--- src/logic/mem_bus_pkg.sv ---
`default_nettype none

package mem_bus_pkg;

    localparam int BURST_LEN_W = 4;

    // beats minus one
    localparam logic [BURST_LEN_W-1:0] LINE_BURST_LEN = 4'd15;
    localparam logic [BURST_LEN_W-1:0] SINGLE_LEN     = 4'd0;

    // word aligned, held until ready
    typedef struct packed {
        logic [31:0]            addr;
        logic [BURST_LEN_W-1:0] len;
    } mem_req_t;

    // beats arrive in rising word order
    typedef struct packed {
        logic [31:0] data;
        logic        last;
    } mem_rsp_t;

endpackage

`default_nettype wire

--- src/logic/cache_geom_pkg.sv ---
`default_nettype none

package cache_geom_pkg;

    // address split: tag 31:14, index 13:6, word 5:2
    localparam int TAG_W          = 18;
    localparam int INDEX_W        = 8;
    localparam int OFFSET_W       = 4;
    localparam int WORDS_PER_LINE = 1 << OFFSET_W;

    typedef logic [31:0]         word_t;
    typedef logic [TAG_W-1:0]    tag_t;
    typedef logic [INDEX_W-1:0]  index_t;
    typedef logic [OFFSET_W-1:0] offset_t;

    // word address, byte bits stay in cpu_req_t
    typedef struct packed {
        tag_t    tag;
        index_t  index;
        offset_t offset;
    } line_addr_t;

    typedef struct packed {
        logic [31:0] addr;
        logic        cached;
    } cpu_req_t;

    // lru bit of a set names the next victim
    typedef enum logic {
        WAY0 = 1'b0,
        WAY1 = 1'b1
    } way_sel_t;

endpackage

`default_nettype wire
--- src/logic/cache_ctrl.sv ---
`timescale 1ns/1ps
`default_nettype none

module cache_ctrl #(
    parameter int N_SETS = 256
) (
    input  wire logic                         clk,
    input  wire logic                         rst,
    input  wire logic                         req_valid,
    input  wire cache_geom_pkg::cpu_req_t     req,
    output logic                              req_ready,
    output logic                              rsp_valid,
    output cache_geom_pkg::word_t             rsp_data,
    input  wire logic [1:0]                   way_hit,
    input  wire cache_geom_pkg::word_t [1:0]  way_data,
    output logic                              lookup_en,
    output cache_geom_pkg::line_addr_t        lookup_addr,
    output logic [1:0]                        fill_en,
    output cache_geom_pkg::index_t            fill_index,
    output cache_geom_pkg::offset_t           fill_offset,
    output cache_geom_pkg::word_t             fill_data,
    output logic                              fill_tag_we,
    output logic                              mem_req_valid,
    output mem_bus_pkg::mem_req_t             mem_req,
    input  wire logic                         mem_req_ready,
    input  wire logic                         mem_rsp_valid,
    input  wire mem_bus_pkg::mem_rsp_t        mem_rsp
);
    import cache_geom_pkg::*;
    import mem_bus_pkg::*;

    typedef enum logic [1:0] {
        S_LOOKUP,
        S_REQ,
        S_REFILL,
        S_UNC_WAIT
    } state_t;

    state_t            state;
    logic              stage_valid;
    cpu_req_t          stage_req;
    line_addr_t        stage_line;
    logic [N_SETS-1:0] lru;
    way_sel_t          victim;
    way_sel_t          hit_way;
    offset_t           beat_cnt;
    word_t             held_word;
    logic              rsp_from_mem;
    logic              lookup_hit;
    logic              stage_miss;
    logic              accept;
    mem_req_t          mem_req_q;

    assign stage_line = line_addr_t'(stage_req.addr[31:2]);

    // uncached requests leave the lookup stage like a miss
    assign lookup_hit = stage_valid && stage_req.cached && (|way_hit);
    assign stage_miss = stage_valid && !lookup_hit;
    assign req_ready  = (state == S_LOOKUP) && !stage_miss;
    assign accept     = req_valid && req_ready;
    assign hit_way    = way_hit[1] ? WAY1 : WAY0;

    assign lookup_en   = accept && req.cached;
    assign lookup_addr = (state == S_LOOKUP) ? line_addr_t'(req.addr[31:2]) : stage_line;

    assign rsp_valid = lookup_hit || rsp_from_mem;
    assign rsp_data  = rsp_from_mem ? held_word : way_data[hit_way];

    // fill bundle shared, enable per way
    assign fill_index  = stage_line.index;
    assign fill_offset = beat_cnt;
    assign fill_data   = mem_rsp.data;
    assign fill_tag_we = mem_rsp.last;
    assign fill_en[0]  = (state == S_REFILL) && mem_rsp_valid && (victim == WAY0);
    assign fill_en[1]  = (state == S_REFILL) && mem_rsp_valid && (victim == WAY1);

    assign mem_req_valid = (state == S_REQ);
    assign mem_req       = mem_req_q;

    always_ff @(posedge clk) begin
        if (!rst) begin
            state        <= S_LOOKUP;
            stage_valid  <= 1'b0;
            lru          <= '0;
            beat_cnt     <= '0;
            rsp_from_mem <= 1'b0;
        end else begin
            stage_valid  <= accept;
            rsp_from_mem <= 1'b0;
            case (state)
                S_LOOKUP: begin
                    if (lookup_hit) begin
                        // point at the way that did not hit
                        lru[stage_line.index] <= (hit_way == WAY0);
                    end else if (stage_miss) begin
                        state <= S_REQ;
                    end
                end
                S_REQ: begin
                    if (mem_req_ready) begin
                        state    <= stage_req.cached ? S_REFILL : S_UNC_WAIT;
                        beat_cnt <= '0;
                    end
                end
                S_REFILL: begin
                    if (mem_rsp_valid) begin
                        beat_cnt <= beat_cnt + offset_t'(1);
                        if (mem_rsp.last) begin
                            lru[stage_line.index] <= (victim == WAY0);
                            rsp_from_mem          <= 1'b1;
                            state                 <= S_LOOKUP;
                        end
                    end
                end
                S_UNC_WAIT: begin
                    if (mem_rsp_valid && mem_rsp.last) begin
                        rsp_from_mem <= 1'b1;
                        state        <= S_LOOKUP;
                    end
                end
                default: begin
                    state <= S_LOOKUP;
                end
            endcase
        end
    end

    always_ff @(posedge clk) begin
        if (accept) begin
            stage_req <= req;
        end
        if ((state == S_LOOKUP) && stage_miss) begin
            victim <= way_sel_t'(lru[stage_line.index]);
            if (stage_req.cached) begin
                mem_req_q <= '{addr: {stage_line.tag, stage_line.index, {(OFFSET_W + 2){1'b0}}},
                               len:  LINE_BURST_LEN};
            end else begin
                mem_req_q <= '{addr: {stage_req.addr[31:2], 2'b00}, len: SINGLE_LEN};
            end
        end
        // keep the requested word as it streams past
        if (mem_rsp_valid && ((state == S_UNC_WAIT) ||
            ((state == S_REFILL) && (beat_cnt == stage_line.offset)))) begin
            held_word <= mem_rsp.data;
        end
    end

    a_one_way_hits: assert property (
        @(posedge clk) disable iff (!rst)
        (stage_valid && stage_req.cached) |-> !(&way_hit)
    );

    a_mem_req_held: assert property (
        @(posedge clk) disable iff (!rst)
        (mem_req_valid && !mem_req_ready) |=> (mem_req_valid && $stable(mem_req))
    );

endmodule

`default_nettype wire

--- config.mk ---
export PLATFORM = sky130hd
export DESIGN_NAME = cache_ctrl
export DESIGN_NICKNAME = d
export VERILOG_FILES = /design/src/logic/mem_bus_pkg.sv /design/src/logic/cache_geom_pkg.sv /design/src/logic/cache_ctrl.sv
export SDC_FILE = /design/constraint.sdc
export NUM_CORES = 1
export LEC_CHECK = 0
export ABC_AREA = 1
export BUFFER_PORTS_ARGS = -buffer_cell sky130_fd_sc_hd__buf_2
export CAP_MARGIN = 10
export CORE_MARGIN = 5
export CORE_UTILIZATION = 40
export CTS_CLUSTER_DIAMETER = 200
export DETAILED_ROUTE_END_ITERATION = 8
export HOLD_SLACK_MARGIN = 0.12
export PLACE_DENSITY_LB_ADDON = 0.08
export SYNTH_ARGS = -nofsm -noshare
export SYNTH_HDL_FRONTEND = slang
export SYNTH_SLANG_ARGS = --single-unit
--- constraint.sdc ---
create_clock -name clk -period 3.8 [get_ports clk]
set_input_delay 0.57 -clock clk [delete_from_list [all_inputs] [get_ports clk]]
set_output_delay 0.57 -clock clk [all_outputs]
set_load 0.02 [all_outputs]
== Yosys cells after proc, flatten, opt, wreduce, memory -nomap -nowiden ==
Cells that the tools add are included.
Operators by class
  equality and inequality tests: 11
  muxes and demuxes: 31
  bitwise gates (word level): 2
  magnitude comparators: 3
  add/sub/neg operators: 1
  reduce and logical (&&, ||, !) cells: 25
Operators by type and width (count)
  2-to-1 mux 256 bit: 3
  bitwise mux 256 bit: 2
  one-hot mux 256 bit (2 select lines): 1
  2-to-1 mux 32 bit: 3
  2-to-1 mux 30 bit: 1
  logical AND 1 bit: 14
  2-to-1 mux 2 bit: 6
  2-to-1 mux 4 bit: 3
  inequality test 2 bit (second input constant): 6
  less-than comparator 8 x 9 -> 1 bit (second input constant): 1
  binary-select mux 1 bit (select 8 bit): 1
  demux 1 bit (select 8 bit): 1
  greater-or-equal comparator 8 x 1 -> 1 bit (second input constant): 1
  one-hot mux 2 bit (4 select lines): 1
  one-hot mux 4 bit (2 select lines): 1
  2-to-1 mux 1 bit: 7
  AND reduction 6 bit: 1
  adder 4 x 1 -> 4 bit (second input constant): 1
  == test 2 bit (second input constant): 2
  == test 4 bit: 1
  AND reduction 4 bit: 1
  nonzero test 2 bit: 2
  AND reduction 3 bit: 1
  == test 2 x 1 -> 1 bit (second input constant): 1
  8 further kinds: 11
Word-level totals
  word-level logic and storage cells: 85
  output and inout port bits: 149
  bits of input ports: 137
  bits in registers: 366

== Logic depth before layout (Yosys ltp) ==
Gate-level depths: netlist (run 1).
  word-level depth: 8
  gate-level depth with buffers: 16
  depth with buffers taken out: 13

== Worst setup path before layout (run 1) ==
No wires, ideal clock.
  path kind: register -> register
  from: register beat_cnt[2] (netlist: fill_offset[2])
  to: register held_word[0] (enable)
  arrival: 3172 ps
  data required time: 3329 ps
  buffers on the path: 0
  path slack: 158 ps
  cell stages (with the launch flop): 5
  path through: dfxtp_1 > nor2_1 > nor3_1 > o2111ai_1 > a21boi_0
Between the ends
  cells in the longest elaborated chain, start to end: 4
RTL lines
  start, declared: line cache_ctrl.sv:46  | offset_t beat_cnt;
  start signal, assigned: line cache_ctrl.sv:107  | beat_cnt <= beat_cnt + offset_t'(1);
  == test 4 bit: line cache_ctrl.sv:143  | ((state == S_REFILL) && (beat_cnt == stage_line.offset)))) begin
  logical AND 1 bit: line cache_ctrl.sv:143
  logical OR 1 bit: line cache_ctrl.sv:142  | if (mem_rsp_valid && ((state == S_UNC_WAIT) ||
  logical AND 1 bit: line cache_ctrl.sv:142
  end signal, assigned: line cache_ctrl.sv:144  | held_word <= mem_rsp.data;
  end, declared: line cache_ctrl.sv:47  | word_t held_word;
Every way passes these cells.
A chain may end at the register's enable or synchronous reset.

== Worst setup path in the final report (run 1) ==
  from: register rsp_from_mem
  to: output port rsp_data[25]
Between the ends
  cells in the longest elaborated chain, start to end: 1
RTL lines
  start, declared: line cache_ctrl.sv:48  | logic rsp_from_mem;
  start signal, assigned: line cache_ctrl.sv:86  | rsp_from_mem <= 1'b0;
  start signal, assigned: line cache_ctrl.sv:89  | rsp_from_mem <= 1'b0;
  start signal, assigned: line cache_ctrl.sv:110  | rsp_from_mem <= 1'b1;
  2-to-1 mux 32 bit: line cache_ctrl.sv:67  | assign rsp_data = rsp_from_mem ? held_word : way_data[hit_way];
  end, declared: line cache_ctrl.sv:13  | output cache_geom_pkg::word_t rsp_data,
Every way passes these cells.

==> reports/results.ini, run 1 <==
[critical_path]
critPathArrivalTime_ns=2.54
critPathLaunch=rsp_from_mem
crit_required_ns=3.23
crit_path_end_kind=primary output
startpoint_type=flip-flop
r2r_cells=8
r2r_start=state[1]
critPathKind=reg2out
worstPathMaxFanout=33

[cells_and_area]
final_common_cell=nand2_1
drive_gt1_frac=0.1697
fin_cells=3218
final_cell_mix=nand2_1 (686), o21ai_0 (318), buf_2 (280), dfxtp_1 (264), nor2_1 (243)
nNetsFinal=2727
synthToLayoutAreaGrowth_pct=15.89
final_area_sq_um=20420

[sta]
fin_skew_ns=0.01658
period_share=0.8188
finalSetupTns_ns=0
worst_slew_pin_slew_ns=1.059
final_hold_viol_count=0
rsz0062_at_grt=no
relSlewSlack=0.2920
setup_viol=0
clock.fmax_mhz=321.4
drv_slew=0
min_period_ns=3.112

[floorplanning]
row_count=77
core-area_sq_um=43930
fp.dieH_microns=219.9
initial_core_util=0.4011
dieWidth_microns=219.9
die_area_sq_um=48350
boundaryPins=286

[placement]
postPlaceCellArea_sq_um=18990
gp_congestion=0.8619
io_buffer_count=281
hpwl_microns=37470
dpl.cell_count=3137

[global_routing]
antenna_found_initial=1
grt_max_degree=110
grt_pass1_vias=15090
grtUsageTotal=0.2335
overflow=0
grt_pass1_wl_microns=88780

[drt]
met2_length_microns=27510
postRouteAntennaNets=0
viasPerCell=5.194
drcViolationCount=0
wl_met3_microns=3922
drtPass1Iterations=5
vias=16720
wl_per_cell_microns=18.53
totalWireLength_microns=59620
highest_layer=met4
wl_met1_microns=26640
initialDrtViolationCount=1438

[power]
powerDensity_nw_per_um2=530.8
power_w=0.01084
p_leak_nw=8.521
max-vdd-ir-drop_uv=263.2

[synth]
ys_seq_area_frac=0.4618
synth_seq_cells=359
avgSynthCellArea_sq_um=7.236
netlist_instances=2435
synth.distinct_cells=38
netlist_area_sq_um=17620
ys_warn_count=0

[cts]
cts_setup_buffers=0
cts.sink_count=359
hold_buffers=0
cts_resized=0
cts_buffer_depth=3
cts_tree=done
clkTransAtPathRegs_ns=0.06
htree_levels=2
numCtsBuffers=42
cts_root_buf=clkbuf_16
clkLatencyLatePin_ns=0.56

[status]
status=completed

[worst_hold_path]
hold_depth=1
hold_path.class=in2reg
hold_path_startpoint=req[9]

[run]
max_cap_viol_count=0

[area by class of cell]
| cell class | count | area (sq um) |
|---|---|---|
| multi-input combinational | 1693 | 7696 |
| fill | 4497 | 23510 |
| timing repair buffer | 316 | 1750 |
| clock inverter | 23 | 239.0 |
| inverter | 177 | 669.4 |
| antenna | 4 | 10.01 |
| tap | 592 | 740.7 |
| clock buffer | 54 | 1177 |
| sequential | 359 | 8138 |
[registers in the layout, indices dropped and copies added (netlist names)]
signal and flops:
rsp_from_mem 1, mem_req 31, fill_index 8, held_word 32, state 2, victim 1
stage_line 22, fill_offset 4, lru 256, stage_valid 1, stage_req 1
[routing by layer]
| layer | track usage | vias up |
|---|---|---|
| met5 | 0 | - |
| li1 | - | 8272 |
| met4 | 0.06844 | 0 |
| met2 | 0.3649 | 558 |
| met3 | 0.04080 | 90 |
| met1 | 0.3324 | 7795 |
[cells by family after synthesis]
family          share of synthesized area
other cells                     0.0002128
simple gates                       0.2205
flops                              0.4618
compound gates                     0.2134
buf+inv                            0.1024
fa+ha+maj                       0.0007100
xor+xnor                        0.0009943
[Yosys cell counts]
library cell  instances  area (sq um)
clkbuf_1             78         292.8
a311oi_1              5         43.79
nor3_1                5         25.02
inv_2                24         90.09
nor2_1              244         915.9
inv_1               151         566.8
edfxtp_1             95          2853
buf_6                13         146.4
buf_4                48         360.4
xnor2_1               1         8.760
a31oi_1              87         544.3
nand2_1             686          2575
buf_12                1         20.02
o21ai_1              41         205.2
o211a_1              11         110.1
nor2_2               12         75.07
o21ai_0             318          1592
ha_1                  1         12.51
and3_1                1         6.260
nand2_2               4         25.02
nand3_1              11         55.05
o22ai_4               1         20.02
conb_1                1         3.750
xor2_1                1         8.760
nor2_4                7         78.83
o311ai_0              1         8.760
nand3_2               1         10.01
a21boi_0              1         7.510
nor2_8                2         40.04
clkinv_1              2         7.510
o21ai_2               1         8.760
nand2_4               7         78.83
buf_2                55         275.3
o2111ai_1             1         8.760
buf_1                12         45.04
dfxtp_1             264          5285
a211oi_1              2         15.01
a21oi_1             239          1196
[path summary, 6_finish.rpt]
| check | slack, ns | to |
|---|---|---|
| setup / recovery | 0.69 | rsp_data[25] |
| hold / removal | 0.19 | fill_index[2] |
| setup reg to reg | 0.88 | lru[174] |
| hold reg to reg | 0.45 | mem_req[20] |
[critical path, cell delays in order, from the launching register on]
cell,delay [ns]
dfxtp_1,0.30
buf_4,0.23
inv_1,0.81
nor2_1,0.21
a21oi_1,0.21
buf_2,0.20
[through the flow]
stage	utilization	worst slack [ns]	hold WS (ns)
3_3_place_gp	0.4324	0.8029	0.4293
5_1_grt	0.4647	0.5136	0.1689
6_report	0.4648	0.6885	0.1949
3_5_place_dp	0.4324	0.8173	0.4338
4_1_cts	0.4646	0.6595	0.1654
2_1_floorplan	-	0.1577	0.4244
[power by group]
part	total [W]	internal, W	switching [W]
Sequential	0.00424	0.00413	0.000108
Clock	0.00418	0.00252	0.00165
Combinational	0.00242	0.000541	0.00188
Total	0.0108	0.00720	0.00364
Power figures use the tool's default switching activity.
==> run 2, diff against run 1 <==
==> constraint.sdc (replaced) <==
create_clock -name clk -period 3.1 [get_ports clk]
set_input_delay 0.465 -clock clk [delete_from_list [all_inputs] [get_ports clk]]
set_output_delay 0.465 -clock clk [all_outputs]
set_load 0.02 [all_outputs]
==> reports/results.ini, run 2 (same netlist as run 1, synthesis figures left out) <==
[cells_and_area]
largest_reg_flops=256
final_area_sq_um=21110
largest_register=lru
antenna_cells=0
nNetsFinal=2811
synthToLayoutAreaGrowth_pct=19.81
final_cell_mix=nand2_1 (686), o21ai_0 (318), buf_2 (280), dfxtp_1 (264), nor2_1 (243)
fillerInstances=4537
drive_gt1_frac=0.1693
final_common_cell=nand2_1

[power]
max-vdd-ir-drop_uv=312.1
powerDensity_nw_per_um2=619.1
p_leak_nw=8.835

[drt]
drcViolationCount=0
drtPass1Iterations=6
vias=17060
wl_per_cell_microns=18.17
totalWireLength_microns=59900
postRouteAntennaNets=0
initialDrtViolationCount=1636
viasPerCell=5.174

[global_routing]
overflow=0
grt_pass1_wl_microns=91220
antenna_found_initial=1
grtUsageTotal=0.2380
grt_pass1_vias=16020
grt_max_degree=118

[cts]
cts_setup_buffers=0
clkTransAtPathRegs_ns=0.06
cts_buffer_depth=3
cts_root_buf=clkbuf_16
clkLatencyLatePin_ns=0.56
htree_levels=2
cts_tree=done
numCtsBuffers=43
cts.sink_count=359

[placement]
postPlaceCellArea_sq_um=19170
hpwl_microns=38100
io_buffer_count=281
gp_congestion=0.8905

[worst_hold_path]
hold_path.class=in2reg

[floorplanning]
fp.dieH_microns=219.9
core-area_sq_um=43930
dieWidth_microns=219.9
die_area_sq_um=48350
initial_core_util=0.4011
boundaryPins=286
row_count=77

[sta]
fin_skew_ns=0.01247
period_share=0.8555
drv_slew=0
final_hold_viol_count=0
clock.fmax_mhz=377.1
min_period_ns=2.652
relSlewSlack=0.4332
finalSetupTns_ns=0
worst_hold_slack_ns=0.1761
setup_viol=0
rsz0062_at_grt=no
worst_slew_pin_slew_ns=0.8492

[run]
max_cap_viol_count=0

[critical_path]
startpoint_type=flip-flop
r2r_start=state[1]
r2r_cells=8
crit_required_ns=3.55
critPathKind=reg2reg
endpoint=lru[186]
r2r_slack_ns=0.45
critPathArrivalTime_ns=3.10
crit_path_end_kind=flip-flop
reg2reg_to=lru[186]
worstPathMaxFanout=13
critPathLaunch=state[1]

[status]
status=completed

## run 2: cell types whose count changed in the layout (fill, tap and decap cells not counted), moves of 2 or more
cell           before  now
bufinv_16           5    0
clkinv_1            6    4
clkbuf_1            5   15
buf_4              29   49
clkbuf_16          43   45
dlygate4sd3_1       0   62
diode_2             4    0
clkinv_2           13    8
## run 2: worst max-delay path, stage by stage (launching register included)
cell and delay [ns]:
dfxtp_1 0.56, nand2_2 0.16, o22ai_4 0.53, buf_4 0.27, nand2_1 0.32, clkinv_1 0.38
nand2_1 0.11, o21ai_0 0.15, a21oi_1 0.05
## run 2: metal layers
metal | vias to the layer above | GRT usage | share of wire
met5 | - | 0 | 0
met4 | 0 | 0.07198 | 0.027
met3 | 125 | 0.04506 | 0.068
met2 | 571 | 0.3798 | 0.47
met1 | 7941 | 0.3289 | 0.44
li1 | 8423 | - | -
## run 2: stage by stage
| stage | power, W | util | setup slack (ns) | instances |
|---|---|---|---|---|
| 2_1_floorplan | 0.007166 | - | 0.2710 | 2436 |
| 4_1_cts | 0.01321 | 0.4805 | 0.4046 | 3297 |
| 3_5_place_dp | 0.008325 | 0.4363 | 0.3757 | 3158 |
| 6_report | 0.01307 | 0.4805 | 0.4480 | 3297 |
| 5_1_grt | 0.01363 | 0.4805 | 0.2265 | 3297 |
| 3_3_place_gp | 0.008313 | 0.4363 | 0.3983 | 3158 |
## run 2: cell type report
cell class              instances  area (sq um)  share of cell area
flip-flops and latches        359          8138              0.3855
repair buffers                399          2541              0.1204
clock inverters                11         56.30            0.002667
inverters                     177         669.4             0.03171
clock buffers                  66          1265             0.05992
well taps                     592         740.7             0.03509
multi-input cells            1693          7701              0.3648
## run 2: where the power goes
| part | internal [W] | switching [W] |
|---|---|---|
| sequential | 0.00506 | 0.000131 |
| clock | 0.00280 | 0.00199 |
| combinational | 0.000763 | 0.00232 |
## run 2: timing repair
| item | CTS | global route |
|---|---|---|
| gates resized for setup | 0 | 0 |
| hold endpoints to repair | 62 | 0 |
| hold buffers | 62 | 0 |
## run 2: worst min path at each step
stage	slack (ns)	start	depth (start not counted)	end
global placement	0.43	stage_line[16]	0	mem_req[22]
floorplan	0.42	lru[186]	2	lru[186]
global route	0.16	mem_rsp[29]	1	held_word[28]
finish	0.18	mem_rsp[29]	1	held_word[28]
detailed placement	0.44	stage_line[27]	0	mem_req[33]
CTS	0.15	mem_rsp[29]	1	held_word[28]
